===== src/common/vm1_dp_pkg.sv =====
`default_nettype none

// ====================
// datapath command word
// ====================

package vm1_dp_pkg;

    typedef enum logic [3:0] {
        ALU_NONE = 4'd0,
        ALU_CLR  = 4'd1,
        ALU_COM  = 4'd2,
        ALU_INC  = 4'd3,
        ALU_DEC  = 4'd4,
        ALU_NEG  = 4'd5,
        ALU_TST  = 4'd6,
        ALU_INC2 = 4'd7,   // word step for pointers
        ALU_DEC2 = 4'd8
    } alu_op_t;

    typedef enum logic [2:0] {
        CAUSE_NONE     = 3'd0,
        CAUSE_BUSERR   = 3'd1,   // vector 4, also halt
        CAUSE_RESERVED = 3'd2,   // vector 10
        CAUSE_BPT      = 3'd3,
        CAUSE_IOT      = 3'd4
    } trap_cause_t;

    typedef struct packed {
        alu_op_t     alu_op;
        logic        alu_cc;      // update flags from alu
        logic        reg_write;   // alu result to register file
        logic        save_stat;   // latch pc/ps for the trap frame
        trap_cause_t trap_cause;
    } dp_cmd_t;

endpackage

`default_nettype wire


===== src/common/vm1_ctrl_pkg.sv =====
`default_nettype none

// ====================
// sequencer state and decode
// ====================

package vm1_ctrl_pkg;

    typedef enum logic [5:0] {
        ST_BOOT,
        ST_IF0,
        ST_ID0,
        ST_OF1,
        ST_OF3,
        ST_OF4,
        ST_EX0,
        ST_WB0,
        ST_TRAP_IRQ,
        ST_TRAP_SVC,
        ST_TRAP1,
        ST_TRAP2,
        ST_TRAP3,
        ST_TRAP4
    } seq_state_t;

    // read slots, one per state family that shares the bus
    typedef enum logic [1:0] {
        DI_COM,
        DI_OF4,
        DI_T1,
        DI_T2
    } di_slot_t;

    typedef enum logic [1:0] {
        DO_COM,
        DO_T3,
        DO_T4
    } do_slot_t;

    localparam int DI_SLOTS = 1 << $bits(di_slot_t);
    localparam int DO_SLOTS = 1 << $bits(do_slot_t);

    typedef enum logic [2:0] {
        NOF_NOP,
        NOF_RESET,
        NOF_HALT,
        NOF_BPT,
        NOF_IOT
    } nof_kind_t;

    typedef struct packed {
        logic [1:0]          mode;       // opcode[5:4]
        logic                deferred;   // opcode[3]
        logic                byte_op;
        logic                dst_sppc;   // destination is r6 or r7
        logic                sop;
        logic                nof;
        logic                rsvd;
        nof_kind_t           nof_kind;
        vm1_dp_pkg::alu_op_t alu_op;
    } instr_dec_t;

endpackage

`default_nettype wire


===== src/bus_slot_tracker.sv =====
`timescale 1ns/1ps
`default_nettype none

// remembers which slot asked for the bus on the last edge, so a reply
// is credited only to the state that actually issued the request
module bus_slot_tracker #(
    parameter type SLOT_T = logic [1:0]
) (
    input  logic                             clk,
    input  logic                             reset_n,
    input  logic                             ready_i,
    input  logic [(1 << $bits(SLOT_T))-1:0]  req_i,
    output logic [(1 << $bits(SLOT_T))-1:0]  done_o,
    output logic                             busy_o
);

    logic [(1 << $bits(SLOT_T))-1:0] slot_r;

    always_ff @(posedge clk or negedge reset_n) begin
        if (!reset_n) begin
            slot_r <= '0;
        end else begin
            slot_r <= req_i;
        end
    end

    assign done_o = slot_r & {$bits(slot_r){ready_i}};
    assign busy_o = |req_i;   // bus request level

endmodule

`default_nettype wire


===== src/decode/instr_decoder.sv =====
`timescale 1ns/1ps
`default_nettype none

module instr_decoder
    import vm1_ctrl_pkg::*;
    import vm1_dp_pkg::*;
(
    input  logic        clk,
    input  logic        reset_n,
    input  logic [15:0] dbi_i,
    input  logic        load_i,
    output instr_dec_t  dec_o
);

    logic [15:0] ir;

    always_ff @(posedge clk or negedge reset_n) begin
        if (!reset_n) begin
            ir <= '0;
        end else if (load_i) begin
            ir <= dbi_i;   // opcode at end of fetch
        end
    end

    // ====================
    // decode
    // ====================

    always_comb begin
        dec_o          = '0;
        dec_o.mode     = ir[5:4];
        dec_o.deferred = ir[3];
        dec_o.byte_op  = ir[15];
        dec_o.dst_sppc = ir[2] & ir[1];
        dec_o.nof_kind = NOF_NOP;
        dec_o.alu_op   = ALU_NONE;

        if (ir[14:9] == 6'o05 && !ir[5]) begin
            // 0050dd..0057dd, only modes 0-3
            dec_o.sop = 1'b1;
            case (ir[8:6])
                3'd0:    dec_o.alu_op = ALU_CLR;
                3'd1:    dec_o.alu_op = ALU_COM;
                3'd2:    dec_o.alu_op = ALU_INC;
                3'd3:    dec_o.alu_op = ALU_DEC;
                3'd4:    dec_o.alu_op = ALU_NEG;
                3'd7:    dec_o.alu_op = ALU_TST;
                default: dec_o.rsvd = 1'b1;   // adc, sbc
            endcase
            if (dec_o.rsvd) begin
                dec_o.sop = 1'b0;
            end
        end else if (ir == 16'o000240) begin
            dec_o.nof = 1'b1;
        end else if (ir == 16'o000000) begin
            dec_o.nof      = 1'b1;
            dec_o.nof_kind = NOF_HALT;
        end else if (ir == 16'o000003) begin
            dec_o.nof      = 1'b1;
            dec_o.nof_kind = NOF_BPT;
        end else if (ir == 16'o000004) begin
            dec_o.nof      = 1'b1;
            dec_o.nof_kind = NOF_IOT;
        end else if (ir == 16'o000005) begin
            dec_o.nof      = 1'b1;
            dec_o.nof_kind = NOF_RESET;
        end else begin
            dec_o.rsvd = 1'b1;
        end
    end

endmodule

`default_nettype wire


===== src/control/exec_cmd_decoder.sv =====
`timescale 1ns/1ps
`default_nettype none

module exec_cmd_decoder
    import vm1_ctrl_pkg::*;
    import vm1_dp_pkg::*;
(
    input  instr_dec_t dec_i,
    output dp_cmd_t    cmd_o,
    output logic       write_o,
    output logic       fetch_o
);

    logic reg_mode;

    assign reg_mode = (dec_i.mode == 2'b00) && !dec_i.deferred;

    always_comb begin
        cmd_o   = '0;
        write_o = 1'b0;
        fetch_o = 1'b0;

        if (dec_i.rsvd) begin
            cmd_o.trap_cause = CAUSE_RESERVED;
        end else if (dec_i.nof) begin
            case (dec_i.nof_kind)
                NOF_HALT: cmd_o.trap_cause = CAUSE_BUSERR;   // traps to 4 on vm1
                NOF_BPT:  cmd_o.trap_cause = CAUSE_BPT;
                NOF_IOT:  cmd_o.trap_cause = CAUSE_IOT;
                default:  fetch_o = 1'b1;                    // nop, reset
            endcase
        end else if (dec_i.sop) begin
            cmd_o.alu_op = dec_i.alu_op;
            cmd_o.alu_cc = 1'b1;
            if (dec_i.alu_op == ALU_TST) begin
                fetch_o = 1'b1;   // flags only
            end else begin
                write_o = !reg_mode;
            end
        end
    end

endmodule

`default_nettype wire


===== src/control/control_sequencer.sv =====
`timescale 1ns/1ps
`default_nettype none

module control_sequencer
    import vm1_ctrl_pkg::*;
    import vm1_dp_pkg::*;
(
    input  logic                clk,
    input  logic                reset_n,
    input  logic                ready_i,
    input  logic                ierror_i,
    input  logic                irq_i,
    input  instr_dec_t          dec_i,
    input  dp_cmd_t             exe_cmd_i,
    input  logic                exe_write_i,
    input  logic                exe_fetch_i,
    input  logic [DI_SLOTS-1:0] di_done_i,
    input  logic [DO_SLOTS-1:0] do_done_i,
    output logic [DI_SLOTS-1:0] di_req_o,
    output logic [DO_SLOTS-1:0] do_req_o,
    output logic                opcode_load_o,
    output logic                byte_o,
    output logic                iako_o,
    output logic                initq_o,
    output logic                ifetch_o,
    output dp_cmd_t             dp_cmd_o
);

    seq_state_t state;
    seq_state_t next;
    logic       mbyte;
    logic       mbyte_r;
    logic       wb_mem_r;   // execute result goes to memory
    logic       inc_byte;

    always_ff @(posedge clk or negedge reset_n) begin
        if (!reset_n) begin
            state    <= ST_BOOT;
            mbyte_r  <= 1'b0;
            wb_mem_r <= 1'b0;
        end else begin
            state   <= next;
            mbyte_r <= mbyte;
            if (state == ST_EX0) begin
                wb_mem_r <= exe_write_i;
            end
        end
    end

    assign ifetch_o = (state == ST_IF0);
    assign byte_o   = mbyte;

    // pointer step is a byte only for plain byte access through r0-r5
    assign inc_byte = dec_i.byte_op && !(dec_i.deferred || dec_i.dst_sppc);

    // ====================
    // next state
    // ====================

    always_comb begin
        next          = state;
        di_req_o      = '0;
        do_req_o      = '0;
        dp_cmd_o      = '0;
        opcode_load_o = 1'b0;
        initq_o       = 1'b0;
        iako_o        = 1'b0;
        mbyte         = mbyte_r;

        case (state)
            ST_BOOT: begin
                next = ST_IF0;
            end

            ST_IF0: begin
                mbyte = 1'b0;
                if (irq_i) begin
                    next = ST_TRAP_IRQ;
                end else if (ierror_i) begin
                    dp_cmd_o.trap_cause = CAUSE_BUSERR;
                    next                = ST_TRAP_SVC;
                end else if (di_done_i[DI_COM]) begin
                    opcode_load_o = 1'b1;
                    next          = ST_ID0;
                end else begin
                    di_req_o[DI_COM] = 1'b1;
                end
            end

            ST_ID0: begin
                if (dec_i.sop) begin
                    next = ST_OF1;
                end else begin
                    next = ST_EX0;   // no operand or reserved
                end
            end

            ST_OF1: begin
                if (dec_i.mode == 2'b01) begin
                    // autoincrement, step the register now
                    dp_cmd_o.alu_op    = inc_byte ? ALU_INC : ALU_INC2;
                    dp_cmd_o.reg_write = 1'b1;
                    next               = ST_OF3;
                end else if (dec_i.deferred) begin
                    next = ST_OF4;
                end else begin
                    next = ST_EX0;
                end
            end

            ST_OF3: begin
                mbyte = dec_i.deferred ? 1'b0 : dec_i.byte_op;
                if (ierror_i) begin
                    dp_cmd_o.trap_cause = CAUSE_BUSERR;
                    next                = ST_TRAP_SVC;
                end else if (di_done_i[DI_COM]) begin
                    next = dec_i.deferred ? ST_OF4 : ST_EX0;
                end else begin
                    di_req_o[DI_COM] = 1'b1;
                end
            end

            ST_OF4: begin
                mbyte = dec_i.byte_op;
                if (ierror_i) begin
                    dp_cmd_o.trap_cause = CAUSE_BUSERR;
                    next                = ST_TRAP_SVC;
                end else if (di_done_i[DI_OF4]) begin
                    next = ST_EX0;
                end else begin
                    di_req_o[DI_OF4] = 1'b1;
                end
            end

            ST_EX0: begin
                dp_cmd_o = exe_cmd_i;
                if (exe_cmd_i.trap_cause != CAUSE_NONE) begin
                    next = ST_TRAP_SVC;
                end else if (exe_fetch_i) begin
                    initq_o = dec_i.nof && (dec_i.nof_kind == NOF_RESET);
                    next    = ST_IF0;
                end else begin
                    next = ST_WB0;
                end
            end

            ST_WB0: begin
                if (wb_mem_r) begin
                    mbyte = dec_i.byte_op;
                    if (ierror_i) begin
                        dp_cmd_o.trap_cause = CAUSE_BUSERR;
                        next                = ST_TRAP_SVC;
                    end else if (do_done_i[DO_COM]) begin
                        next = irq_i ? ST_TRAP_IRQ : ST_IF0;
                    end else begin
                        do_req_o[DO_COM] = 1'b1;
                    end
                end else begin
                    dp_cmd_o.reg_write = 1'b1;
                    next               = irq_i ? ST_TRAP_IRQ : ST_IF0;
                end
            end

            // it's a trap
            ST_TRAP_IRQ: begin
                iako_o = 1'b1;   // vector read
                mbyte  = 1'b0;
                if (ierror_i) begin
                    dp_cmd_o.trap_cause = CAUSE_BUSERR;
                    next                = ST_TRAP_SVC;
                end else if (di_done_i[DI_COM]) begin
                    dp_cmd_o.save_stat = 1'b1;
                    next               = ST_TRAP1;
                end else begin
                    di_req_o[DI_COM] = 1'b1;
                end
            end

            ST_TRAP_SVC: begin
                dp_cmd_o.save_stat = 1'b1;
                mbyte              = 1'b0;
                next               = ST_TRAP1;
            end

            ST_TRAP1: begin
                mbyte = 1'b0;
                if (ierror_i) begin
                    dp_cmd_o.trap_cause = CAUSE_BUSERR;
                    next                = ST_TRAP_SVC;
                end else if (di_done_i[DI_T1]) begin
                    next = ST_TRAP2;   // new pc
                end else begin
                    di_req_o[DI_T1] = 1'b1;
                end
            end

            ST_TRAP2: begin
                mbyte = 1'b0;
                if (ierror_i) begin
                    dp_cmd_o.trap_cause = CAUSE_BUSERR;
                    next                = ST_TRAP_SVC;
                end else if (di_done_i[DI_T2]) begin
                    next = ST_TRAP3;   // new ps
                end else begin
                    di_req_o[DI_T2] = 1'b1;
                end
            end

            ST_TRAP3: begin
                mbyte = 1'b0;
                if (ierror_i) begin
                    dp_cmd_o.trap_cause = CAUSE_BUSERR;
                    next                = ST_TRAP_SVC;
                end else if (do_done_i[DO_T3]) begin
                    next = ST_TRAP4;   // old ps pushed
                end else begin
                    do_req_o[DO_T3] = 1'b1;
                end
            end

            ST_TRAP4: begin
                mbyte = 1'b0;
                if (ierror_i) begin
                    dp_cmd_o.trap_cause = CAUSE_BUSERR;
                    next                = ST_TRAP_SVC;
                end else if (do_done_i[DO_T4]) begin
                    next = ST_IF0;   // old pc pushed
                end else begin
                    do_req_o[DO_T4] = 1'b1;
                end
            end

            default: begin
                next = ST_BOOT;
            end
        endcase
    end

endmodule

`default_nettype wire


===== src/control/control_top.sv =====
`timescale 1ns/1ps
`default_nettype none

module control_top
    import vm1_ctrl_pkg::*;
    import vm1_dp_pkg::*;
(
    input  logic        clk,
    input  logic        reset_n,
    input  logic [15:0] dbi_i,
    input  logic        ready_i,
    input  logic        ierror_i,
    input  logic        irq_i,
    output logic        dati_o,
    output logic        dato_o,
    output logic        byte_o,
    output logic        iako_o,
    output logic        initq_o,
    output logic        ifetch_o,
    output dp_cmd_t     dp_cmd_o
);

    instr_dec_t          dec;
    dp_cmd_t             exe_cmd;
    logic                exe_write;
    logic                exe_fetch;
    logic                opcode_load;
    logic [DI_SLOTS-1:0] di_req;
    logic [DI_SLOTS-1:0] di_done;
    logic [DO_SLOTS-1:0] do_req;
    logic [DO_SLOTS-1:0] do_done;

    instr_decoder u_instr_decoder (
        .clk     (clk),
        .reset_n (reset_n),
        .dbi_i   (dbi_i),
        .load_i  (opcode_load),
        .dec_o   (dec)
    );

    exec_cmd_decoder u_exec_cmd_decoder (
        .dec_i   (dec),
        .cmd_o   (exe_cmd),
        .write_o (exe_write),
        .fetch_o (exe_fetch)
    );

    // read and write slots tracked apart
    bus_slot_tracker #(.SLOT_T(di_slot_t)) u_di_tracker (
        .clk     (clk),
        .reset_n (reset_n),
        .ready_i (ready_i),
        .req_i   (di_req),
        .done_o  (di_done),
        .busy_o  (dati_o)
    );

    bus_slot_tracker #(.SLOT_T(do_slot_t)) u_do_tracker (
        .clk     (clk),
        .reset_n (reset_n),
        .ready_i (ready_i),
        .req_i   (do_req),
        .done_o  (do_done),
        .busy_o  (dato_o)
    );

    control_sequencer u_control_sequencer (
        .clk           (clk),
        .reset_n       (reset_n),
        .ready_i       (ready_i),
        .ierror_i      (ierror_i),
        .irq_i         (irq_i),
        .dec_i         (dec),
        .exe_cmd_i     (exe_cmd),
        .exe_write_i   (exe_write),
        .exe_fetch_i   (exe_fetch),
        .di_done_i     (di_done),
        .do_done_i     (do_done),
        .di_req_o      (di_req),
        .do_req_o      (do_req),
        .opcode_load_o (opcode_load),
        .byte_o        (byte_o),
        .iako_o        (iako_o),
        .initq_o       (initq_o),
        .ifetch_o      (ifetch_o),
        .dp_cmd_o      (dp_cmd_o)
    );

endmodule

`default_nettype wire


===== config.mk =====
export PLATFORM = sky130hd
export DESIGN_NAME = control_top
export DESIGN_NICKNAME = d
export VERILOG_FILES = /design/src/common/vm1_dp_pkg.sv /design/src/common/vm1_ctrl_pkg.sv /design/src/bus_slot_tracker.sv /design/src/decode/instr_decoder.sv /design/src/control/exec_cmd_decoder.sv /design/src/control/control_sequencer.sv /design/src/control/control_top.sv
export SDC_FILE = /design/constraint.sdc
export NUM_CORES = 1
export LEC_CHECK = 0
export BUFFER_PORTS_ARGS = -buffer_cell sky130_fd_sc_hd__buf_2
export CAP_MARGIN = 20
export CELL_PAD_IN_SITES_DETAIL_PLACEMENT = 0
export CELL_PAD_IN_SITES_GLOBAL_PLACEMENT = 1
export CORE_MARGIN = 2
export CORE_UTILIZATION = 45
export DETAILED_ROUTE_END_ITERATION = 10
export PLACE_DENSITY_LB_ADDON = 0.15
export SLEW_MARGIN = 5
export SYNTH_ARGS = -nofsm -noshare
export SYNTH_HDL_FRONTEND = slang
export SYNTH_SLANG_ARGS = --single-unit

===== constraint.sdc =====
create_clock -name clk -period 3.35 [get_ports clk]
set_clock_uncertainty 0.1 [all_clocks]
set_input_delay 0.1675 -clock clk [delete_from_list [all_inputs] [get_ports clk]]
set_output_delay 0.1675 -clock clk [all_outputs]
set_load 0.02 [all_outputs]

# --- Yosys cells after proc, flatten, opt, wreduce, memory -nomap -nowiden ---
# Index checks and enable logic that the tools add are counted.
classes:
  n_eq_ne: 38
  muxes: 111
  bitwise: 3
  reduce_logical: 22
op_table:
  columns: ["op", "count"]
  rows:
  - ["$mux 6", 20]
  - ["$pmux 6 s14", 1]
  - ["$mux 1", 61]
  - ["$eq 6x4->1 const B", 6]
  - ["$mux 3", 12]
  - ["$eq 16x3->1 const B", 2]
  - ["$eq 6x3->1 const B", 5]
  - ["$ne 3x3->1 const B", 7]
  - ["$mux 4", 5]
  - ["$pmux 3 s6", 1]
  - ["$eq 16x2->1 const B", 1]
  - ["$eq 16x8->1 const B", 1]
  - ["$logic_not 16->1", 1]
  - ["$reduce_or 7->1", 2]
  - ["$eq 3x2->1 const B", 4]
  - ["$eq 3x3->1 const B", 4]
  - ["$eq 6x2->1 const B", 2]
  - ["$pmux 3 s4", 1]
  - ["$mux 5", 2]
  - ["$pmux 3 s3", 1]
  - ["$reduce_and 9->1", 1]
  - ["$pmux 4 s2", 1]
  - ["$eq 3x1->1 const B", 2]
  - ["$eq 6x1->1 const B", 1]
  - ["20 further kinds", 30]
totals:
  register_bits: 31
  in_bits: 21
  out_inout_bits: 16
  elab_cells: 180

# --- Longest topological paths before layout ---
# Gate-level depths: netlist of the first run.
logic_depth:
  word_depth: 15
  ltp_mapped: 8
  mapped_depth_nobuf: 5

# --- Modules after synthesis ---
# Synthesis of the first run repeated with hierarchy kept, for this count alone.
hier_totals:
  cells_unflattened: 243
  hier_area_um2: 2219.6
by_module_without_submodules:
  columns: ["module", "n_inst", "cells_per_inst", "area_each_um2", "seq_area_each_um2"]
  rows:
  - ["control_sequencer", 1, 135, 979.7, 150.1]
  - ["instr_decoder", 1, 72, 840.8, 400.4]
  - ["bus_slot_tracker", 2, 9, 132.6, 100.1]
  - ["exec_cmd_decoder", 1, 18, 133.9, 0.0]

# --- Worst setup path after synthesis of the first run ---
# Ideal clock, no wire load.
synth_path:
  kind: "register to register"
  start: "reg u_control_sequencer.state[3]"
  end: "reg u_control_sequencer.state[0]"
  setup_time_ns: 0.128
  t_arrival_ns: 2.052
  required_ns: 3.122
  path_slack_ns: 1.070
  stages_incl_launch_ff: 7
  path_buffers: 1
  period_less_slack_ns: 2.280
  path_cell_list: "dfrtp_1 -> buf_2 -> nor2b_1 -> nand3_1 -> o21ai_0 -> nor2_2 -> mux2_1"
synth_via:
  elab_chain_cells: 3
  elab_cells_between_ends: 25
  classes_between: "eq/ne (22); mux (1); reduce/logical (2)"
synth_rtl:
  columns: ["item", "line", "text"]
  rows:
  - ["from (decl)", "control_sequencer.sv:29", "seq_state_t state;"]
  - ["from (signal assigned)", "control_sequencer.sv:42", "state <= next;"]
  - ["$eq 6x3->1, or another cell as far along", "control_sequencer.sv:70", "case (state)"]
  - ["$ne 4x4->1 (no source line), or another cell as far along", null, null]
  - ["$reduce_and 9->1 (no source line)", null, null]
# Several ways; a longest one is shown, not always the timed one.
# A chain may end at the register's enable or synchronous reset.

==> insert_results.sql, run 1 <==
INSERT INTO impl_metrics (metric_group, metric, value, unit) VALUES
('route', 'drt_wl_total', '4720', 'microns'),
('clock_network', 'post-cts-setup-buffers', '0', ''),
('setup_path', 'worst_path_class_setup', 'reg2out', ''),
('layout', 'register_area', '726', 'sq um'),
('clock_network', 'cts_resized', '0', ''),
('setup_path', 'regToRegSetupSlack', '0.79', 'ns'),
('floorplanning', 'pin_count', '37', ''),
('clock_network', 'worst_skew_pair.late_latency', '0.28', 'ns'),
('layout', 'num_antenna_cells', '0', ''),
('clock_network', 'cts_inserted_buffers', '5', ''),
('route', 'vias', '1706', ''),
('setup_path', 'critPathRequiredTime', '3.08', 'ns'),
('timing', 'grt_setup_unrepaired', 'no', ''),
('setup_path', 'worst-path-max-fanout', '25', ''),
('setup_path', 'timing.critical_path.from', 'u_control_sequencer.state[1]$_DFFE_PN0P_', ''),
('job', 'drv_cap', '0', ''),
('layout', 'num-nets-final', '257', ''),
('synth', 'yosysTopAreaCellShare', '38.0', '%'),
('floorplanning', 'floorplan.initialDensity', '47.4', '%'),
('setup_path', 'type_of_origin_of_the_critical_path', 'register', ''),
('route', 'route.detailed.drc', '0', ''),
('timing', 'setup_ws', '0.549', 'ns'),
('floorplanning', 'die_width', '69.1', 'microns'),
('clock_network', 'maximum_clock_path_buffer_count', '2', ''),
('route', 'detailedRoute.firstPassIterationCount', '4', ''),
('synth', 'yosys.cell_count.top_type', 'dfrtp_1', ''),
('timing', 'tns', '0', 'ns'),
('timing', 'tightest_slew', '0.787', 'ns'),
('floorplanning', 'core_area', '4030', 'sq um'),
('grt', 'grt.total_usage', '21.2', '%'),
('timing', 'holdWs', '0.0214', 'ns'),
('pwr', 'power_leakage', '0.00101', 'uW'),
('layout', 'areaGrowthSynthToFinish', '14.6', '%'),
('grt', 'grt.overflow.total', '0', ''),
('grt', 'first_global_vias', '1708', ''),
('synth', 'syn_inst', '208', ''),
('setup_path', 'cp-end-kind', 'output port', ''),
('synth', 'yosys.cell_types.count', '50', ''),
('setup_path', 'worstRegToRegCells', '4', ''),
('timing', 'report.final.hold_viol_count', '0', ''),
('clock_network', 'clk_transition_reported_paths', '0.06', 'ns'),
('pwr', 'power_per_cell_area', '734', 'nW/um^2'),
('clock_network', 'hold_buffers', '2', ''),
('placement', 'place.gp.congestion', '0.840', ''),
('hold_path', 'min_path_type', 'in2reg', ''),
('floorplanning', 'placement_rows', '23', ''),
('synth', 'syn_area_per_cell', '9.17', 'sq um'),
('clock_network', 'clock_tree.root_cell', 'clkbuf_8', ''),
('layout', 'fillCellCount', '395', ''),
('placement', 'dpl_worst_slack', '0.829', 'ns'),
('run_status', 'outcome', 'completed', ''),
('timing', 'drv_slew', '0', ''),
('pwr', 'vdd.ir_drop.worst', '0.000330', 'V'),
('floorplanning', 'die_y', '69.1', 'microns'),
('placement', 'postPlaceCellArea', '2080', 'sq um'),
('route', 'route.detailed.vias_per_inst', '5.97', ''),
('placement', 'port-buffer-count', '35', ''),
('clock_network', 'cts_tree', 'built', ''),
('synth', 'synth_seq_area_share', '38.0', '%'),
('route', 'detail_route.iter0.violations', '172', ''),
('synth', 'ys_top_cells_by_area', 'dfrtp_1, mux2_2, o21ai_0', ''),
('setup_path', 'rr_endpoint', 'u_instr_decoder.ir[4]$_DFFE_PN0P_', ''),
('timing', 'timing.slew.headroom', '47.5', '%'),
('layout', 'cell_area_after_layout', '2190', 'sq um'),
('synth', 'ys_seq_elements', '29', ''),
('synth', 'synth.cells.most_frequent', 'dfrtp_1, mux2_2, nand2_1', ''),
('synth', 'yosysTopAreaCell', 'dfrtp_1', ''),
('synth', 'syn_nets', '229', ''),
('route', 'postRouteAntennaNets', '0', ''),
('hold_path', 'timing.hold.worst.start', 'dbi_i[12]', ''),
('timing', 'fmax', '357', 'MHz');
==> sequential cells by signal (all words and copies together) (netlist names) <==
name	cells
u_instr_decoder.ir	16
u_control_sequencer.state	4
u_do_tracker.slot_r	3
u_di_tracker.slot_r	4
u_control_sequencer.mbyte_r	1
u_control_sequencer.wb_mem_r	1
==> layout make-up <==
type | instances | share of cell area (%)
multi-input cells | 156 | 49.5
flip-flops and latches | 29 | 33.2
repair buffers | 39 | 9.62
clock buffers | 7 | 3.95
well taps | 50 | 2.86
inverters | 5 | 0.859
==> cells by family after synthesis <==
logic type	after synthesis	share of synthesized area, %
simple gates	77	21.8
compound gates	51	19.4
flops	29	38.0
mux	24	14.0
buf+inv	23	5.25
xor+xnor	3	1.38
other cells	1	0.197
==> power breakdown <==
part	switching (uW)	leakage [uW]	internal, uW	total [uW]
clock network	125	0.0000443	163	287
logic	352	0.000581	328	680
registers	209	0.000389	429	638
total	685	0.00101	920	1600
==> metrics by stage <==
step           power, uW  utilization (%)  std cells
6_report            1600             54.3        286
5_1_grt             1730             54.3        286
4_1_cts             1610             54.3        286
3_5_place_dp        1310             51.6        277
3_3_place_gp        1300             51.6        277
2_1_floorplan       1140                -        208
==> critical path, cell delays in order (launching register included) <==
cell and delay, ns:
dfrtp_1 0.84, and4bb_2 0.40, nand2_1 0.06, nor4_1 0.45, nor4bb_1 0.29, buf_2 0.22
==> worst min-delay path by stage <==
stage,endpoint,slack [ns],cells after the start
2_1_floorplan,u_control_sequencer.mbyte_r$_DFF_PN0_,-0.23,0
3_3_place_gp,u_instr_decoder.ir[8]$_DFFE_PN0P_,0.12,1
3_5_place_dp,u_instr_decoder.ir[8]$_DFFE_PN0P_,0.15,1
4_1_cts,u_instr_decoder.ir[12]$_DFFE_PN0P_,0.02,2
5_1_grt,u_instr_decoder.ir[4]$_DFFE_PN0P_,0.01,2
6_report,u_instr_decoder.ir[12]$_DFFE_PN0P_,0.02,2
==> layer usage <==
| metal | wire [microns] | track usage, % | part of all wire (%) | vias to the layer above |
|---|---|---|---|---|
| met5 | 0 | 0 | 0 | - |
| met4 | 91 | 9.15 | 1.9 | 0 |
| met3 | 249 | 3.80 | 5.3 | 9 |
| met2 | 2330 | 36.1 | 49 | 60 |
| met1 | 2050 | 26.2 | 43 | 809 |
| li1 | - | - | - | 828 |
==> placed cells by master, fill, tap and decap left out, types with 4 or more instances in the layout <==
cell type,count
a2111oi_0,4
a21oi_1,7
buf_2,35
clkbuf_8,6
dfrtp_1,29
inv_1,5
mux2_2,19
nand2_1,17
nand2b_1,7
nand3_1,7
nor2_1,13
nor2b_1,4
nor3_1,7
o21ai_0,14
(Power assumes the default switching activity.)
==> run 2, diff against run 1 <==
--- a/config.mk
+++ b/config.mk
@@ -10,7 +10,7 @@
 export CELL_PAD_IN_SITES_DETAIL_PLACEMENT = 0
 export CELL_PAD_IN_SITES_GLOBAL_PLACEMENT = 1
 export CORE_MARGIN = 2
-export CORE_UTILIZATION = 45
+export CORE_UTILIZATION = 37
 export DETAILED_ROUTE_END_ITERATION = 10
 export PLACE_DENSITY_LB_ADDON = 0.15
 export SLEW_MARGIN = 5
==> constraint.sdc (replaced) <==
create_clock -name clk -period 2.48 [get_ports clk]
set_clock_uncertainty 0.1 [all_clocks]
set_input_delay 0.124 -clock clk [delete_from_list [all_inputs] [get_ports clk]]
set_output_delay 0.124 -clock clk [all_outputs]
set_load 0.02 [all_outputs]
==> run 2 against run 1 <==
Effect of this change:
- clock-buffer cell count unchanged
- first-iteration DRC count shrank 12%
- die area up 20%
- power up 46%
- hold slack better by 0.087 ns
- register-to-register slack got worse by 0.50 ns
- sequential cell count did not move
- combinational power up 76%
- global-route usage down 1.2 points
- wire length is 12% higher
- design area up 13%
- largest power group unchanged
==> insert_results.sql, run 2 (synthesized netlist as in run 1, its figures left out) <==
INSERT INTO impl_metrics (metric_group, metric, value, unit) VALUES
('run_status', 'outcome', 'completed', ''),
('clock_network', 'worst_skew_pair.late_latency', '0.28', 'ns'),
('clock_network', 'maximum_clock_path_buffer_count', '2', ''),
('layout', 'num_antenna_cells', '0', ''),
('clock_network', 'clock_tree.root_cell', 'clkbuf_8', ''),
('pwr', 'power_per_cell_area', '950', 'nW/um^2'),
('layout', 'register_area', '726', 'sq um'),
('clock_network', 'cts_tree', 'built', ''),
('placement', 'place.gp.congestion', '0.787', ''),
('setup_path', 'path_cells', 'buf_6 > and4bb_2 > nand2_1 > nor4_4 > nor4bb_1 > buf_2', ''),
('setup_path', 'critPathTopFamily', 'simple AND/OR/NAND/NOR gates', ''),
('timing', 'report.final.hold_viol_count', '0', ''),
('setup_path', 'critPathRequiredTime', '2.26', 'ns'),
('job', 'drv_cap', '0', ''),
('route', 'wirelength_met1', '2360', 'microns'),
('timing', 'layout_worst_path_cycle_share', '93.7', '%'),
('route', 'detailedRoute.firstPassIterationCount', '4', ''),
('timing', 'setup_ws', '0.156', 'ns'),
('timing', 'drv_slew', '0', ''),
('floorplanning', 'core_area', '5040', 'sq um'),
('layout', 'areaGrowthSynthToFinish', '29.4', '%'),
('route', 'drt_wl_total', '5270', 'microns'),
('floorplanning', 'placement_rows', '26', ''),
('timing', 'final-setup-viol-count', '0', ''),
('placement', 'dp_hpwl', '3680', 'microns'),
('grt', 'grt.overflow.total', '0', ''),
('setup_path', 'worst_path_class_setup', 'reg2out', ''),
('clock_network', 'cts_inserted_buffers', '5', ''),
('layout', 'largest_register_ff_count', '16', ''),
('pwr', 'power_leakage', '0.00114', 'uW'),
('route', 'detail_route.iter0.violations', '152', ''),
('layout', 'final_util', '49.0', '%'),
('setup_path', 'cpMaxStageDelayCell', 'dfrtp_1', ''),
('layout', 'regMostFlops', 'u_instr_decoder.ir', ''),
('setup_path', 'regToRegSetupSlack', '0.29', 'ns'),
('placement', 'dpl_worst_slack', '0.275', 'ns'),
('clock_network', 'cts_htree_levels', '2', ''),
('floorplanning', 'area_of_the_die', '5750', 'sq um'),
('layout', 'drive_gt1_share', '30.0', '%'),
('timing', 'holdWs', '0.109', 'ns'),
('timing', 'timing.slew.headroom', '55.2', '%'),
('layout', 'num-nets-final', '284', ''),
('route', 'route.detailed.vias_per_inst', '5.41', ''),
('setup_path', 'timing.critical_path.buf_inv', '2', ''),
('grt', 'grt_first_pass_wirelength', '8500', 'microns'),
('clock_network', 'tritoncts_num_sinks', '29', ''),
('setup_path', 'worstPathArrival', '2.10', 'ns'),
('floorplanning', 'pin_count', '37', ''),
('layout', 'largestRegisters', 'u_instr_decoder.ir x16, u_control_sequencer.state x4, u_di_tracker.slot_r x4', ''),
('hold_path', 'min_path_type', 'in2reg', ''),
('floorplanning', 'die_width', '75.8', 'microns'),
('pwr', 'vdd.ir_drop.worst', '0.000444', 'V'),
('timing', 'tightest_slew', '0.671', 'ns'),
('grt', 'grt.total_usage', '20.0', '%'),
('layout', 'layout_common_cells', 'buf_2, dfrtp_1, mux2_2, nand2_1, dlygate4sd3_1', ''),
('clock_network', 'clk_transition_reported_paths', '0.07', 'ns'),
('timing', 'tns', '0', 'ns'),
('layout', 'layout_commonest_cell', 'buf_2', ''),
('setup_path', 'worst-path-max-fanout', '22', ''),
('layout', 'fillCellCount', '526', ''),
('route', 'vias', '1803', ''),
('grt', 'maximum_number_of_pins_on_one_net_before_global_route_repair', '30', ''),
('setup_path', 'type_of_origin_of_the_critical_path', 'register', ''),
('clock_network', 'post-cts-setup-buffers', '0', ''),
('setup_path', 'largest_stage_delay_on_the_critical_path', '0.47', 'ns'),
('route', 'route.detailed.drc', '0', ''),
('floorplanning', 'floorplan.initialDensity', '37.8', '%'),
('timing', 'grt_setup_unrepaired', 'no', ''),
('route', 'postRouteAntennaNets', '0', ''),
('floorplanning', 'die_y', '75.8', 'microns'),
('grt', 'first_global_vias', '1716', ''),
('setup_path', 'cp-end-kind', 'output port', ''),
('route', 'routed-wl-met2', '2690', 'microns'),
('grt', 'antenna_found_initial', '0', ''),
('route', 'met3_wirelength', '176', 'microns'),
('route', 'route.detailed.wl_per_inst', '15.8', 'microns'),
('route', 'dr.max_layer_used', 'met4', ''),
('placement', 'port-buffer-count', '35', ''),
('timing', 'period_needed', '2.32', 'ns'),
('timing', 'fmax', '430', 'MHz'),
('layout', 'multi_input_area', '1100', 'sq um');
[run 2: routing by layer]
layer	up-vias	global-route usage, %
met4	0	4.68
li1	878	-
met1	879	26.0
met3	4	4.76
met5	-	0
met2	42	33.7
[run 2: repair_timing]
| action | 4_1_cts | 5_1_grt |
|---|---|---|
| endpoints found under the setup margin | 2 | 1 |
| hold endpoints to repair | 45 | 0 |
| gates resized for setup | 1 | 2 |
| hold buffers | 17 | 0 |
[run 2: final timing paths]
check | endpoint | depth (start not counted) | from
max reg2reg | u_control_sequencer.state[1]$_DFFE_PN0P_ | 6 | u_control_sequencer.state[0]$_DFFE_PN0P_
max in group asynchronous | u_instr_decoder.ir[0]$_DFFE_PN0P_ | 2 | reset_n
min reg2reg | u_di_tracker.slot_r[3]$_DFF_PN0_ | 1 | u_di_tracker.slot_r[3]$_DFF_PN0_
min | u_do_tracker.slot_r[2]$_DFF_PN0_ | 2 | ready_i
max | dp_cmd_o[2] | 6 | u_control_sequencer.state[0]$_DFFE_PN0P_
min in group asynchronous | u_do_tracker.slot_r[2]$_DFF_PN0_ | 2 | reset_n
[run 2: stage by stage]
stage | area [sq um] | power (uW) | cells
2_1_floorplan | 1910 | 1540 | 208
3_3_place_gp | 2190 | 1930 | 309
3_5_place_dp | 2190 | 1930 | 309
4_1_cts | 2460 | 2360 | 333
5_1_grt | 2470 | 2550 | 333
6_report | 2470 | 2350 | 333
[run 2: worst register-to-register path: stages, from the launching register on]
cell	delay, ns
dfrtp_1	0.49
mux2_2	0.38
a2111oi_0	0.40
buf_4	0.17
a311o_1	0.13
nor2_2	0.08
mux2_1	0.32
[run 2: cell type report]
cell class                      instances  area share (%)
Inverter                                5           0.760
Sequential cell                        29            29.4
Timing Repair Buffer                   66            18.4
Clock buffer                            7            3.50
Multi-Input combinational cell        156            44.4
Tap cell                               70            3.55
[run 2: power breakdown]
group | total [uW] | internal, uW | switching [uW]
Sequential | 750 | 582 | 168
Combinational | 1200 | 568 | 632
Clock | 396 | 220 | 176
Total | 2350 | 1370 | 977
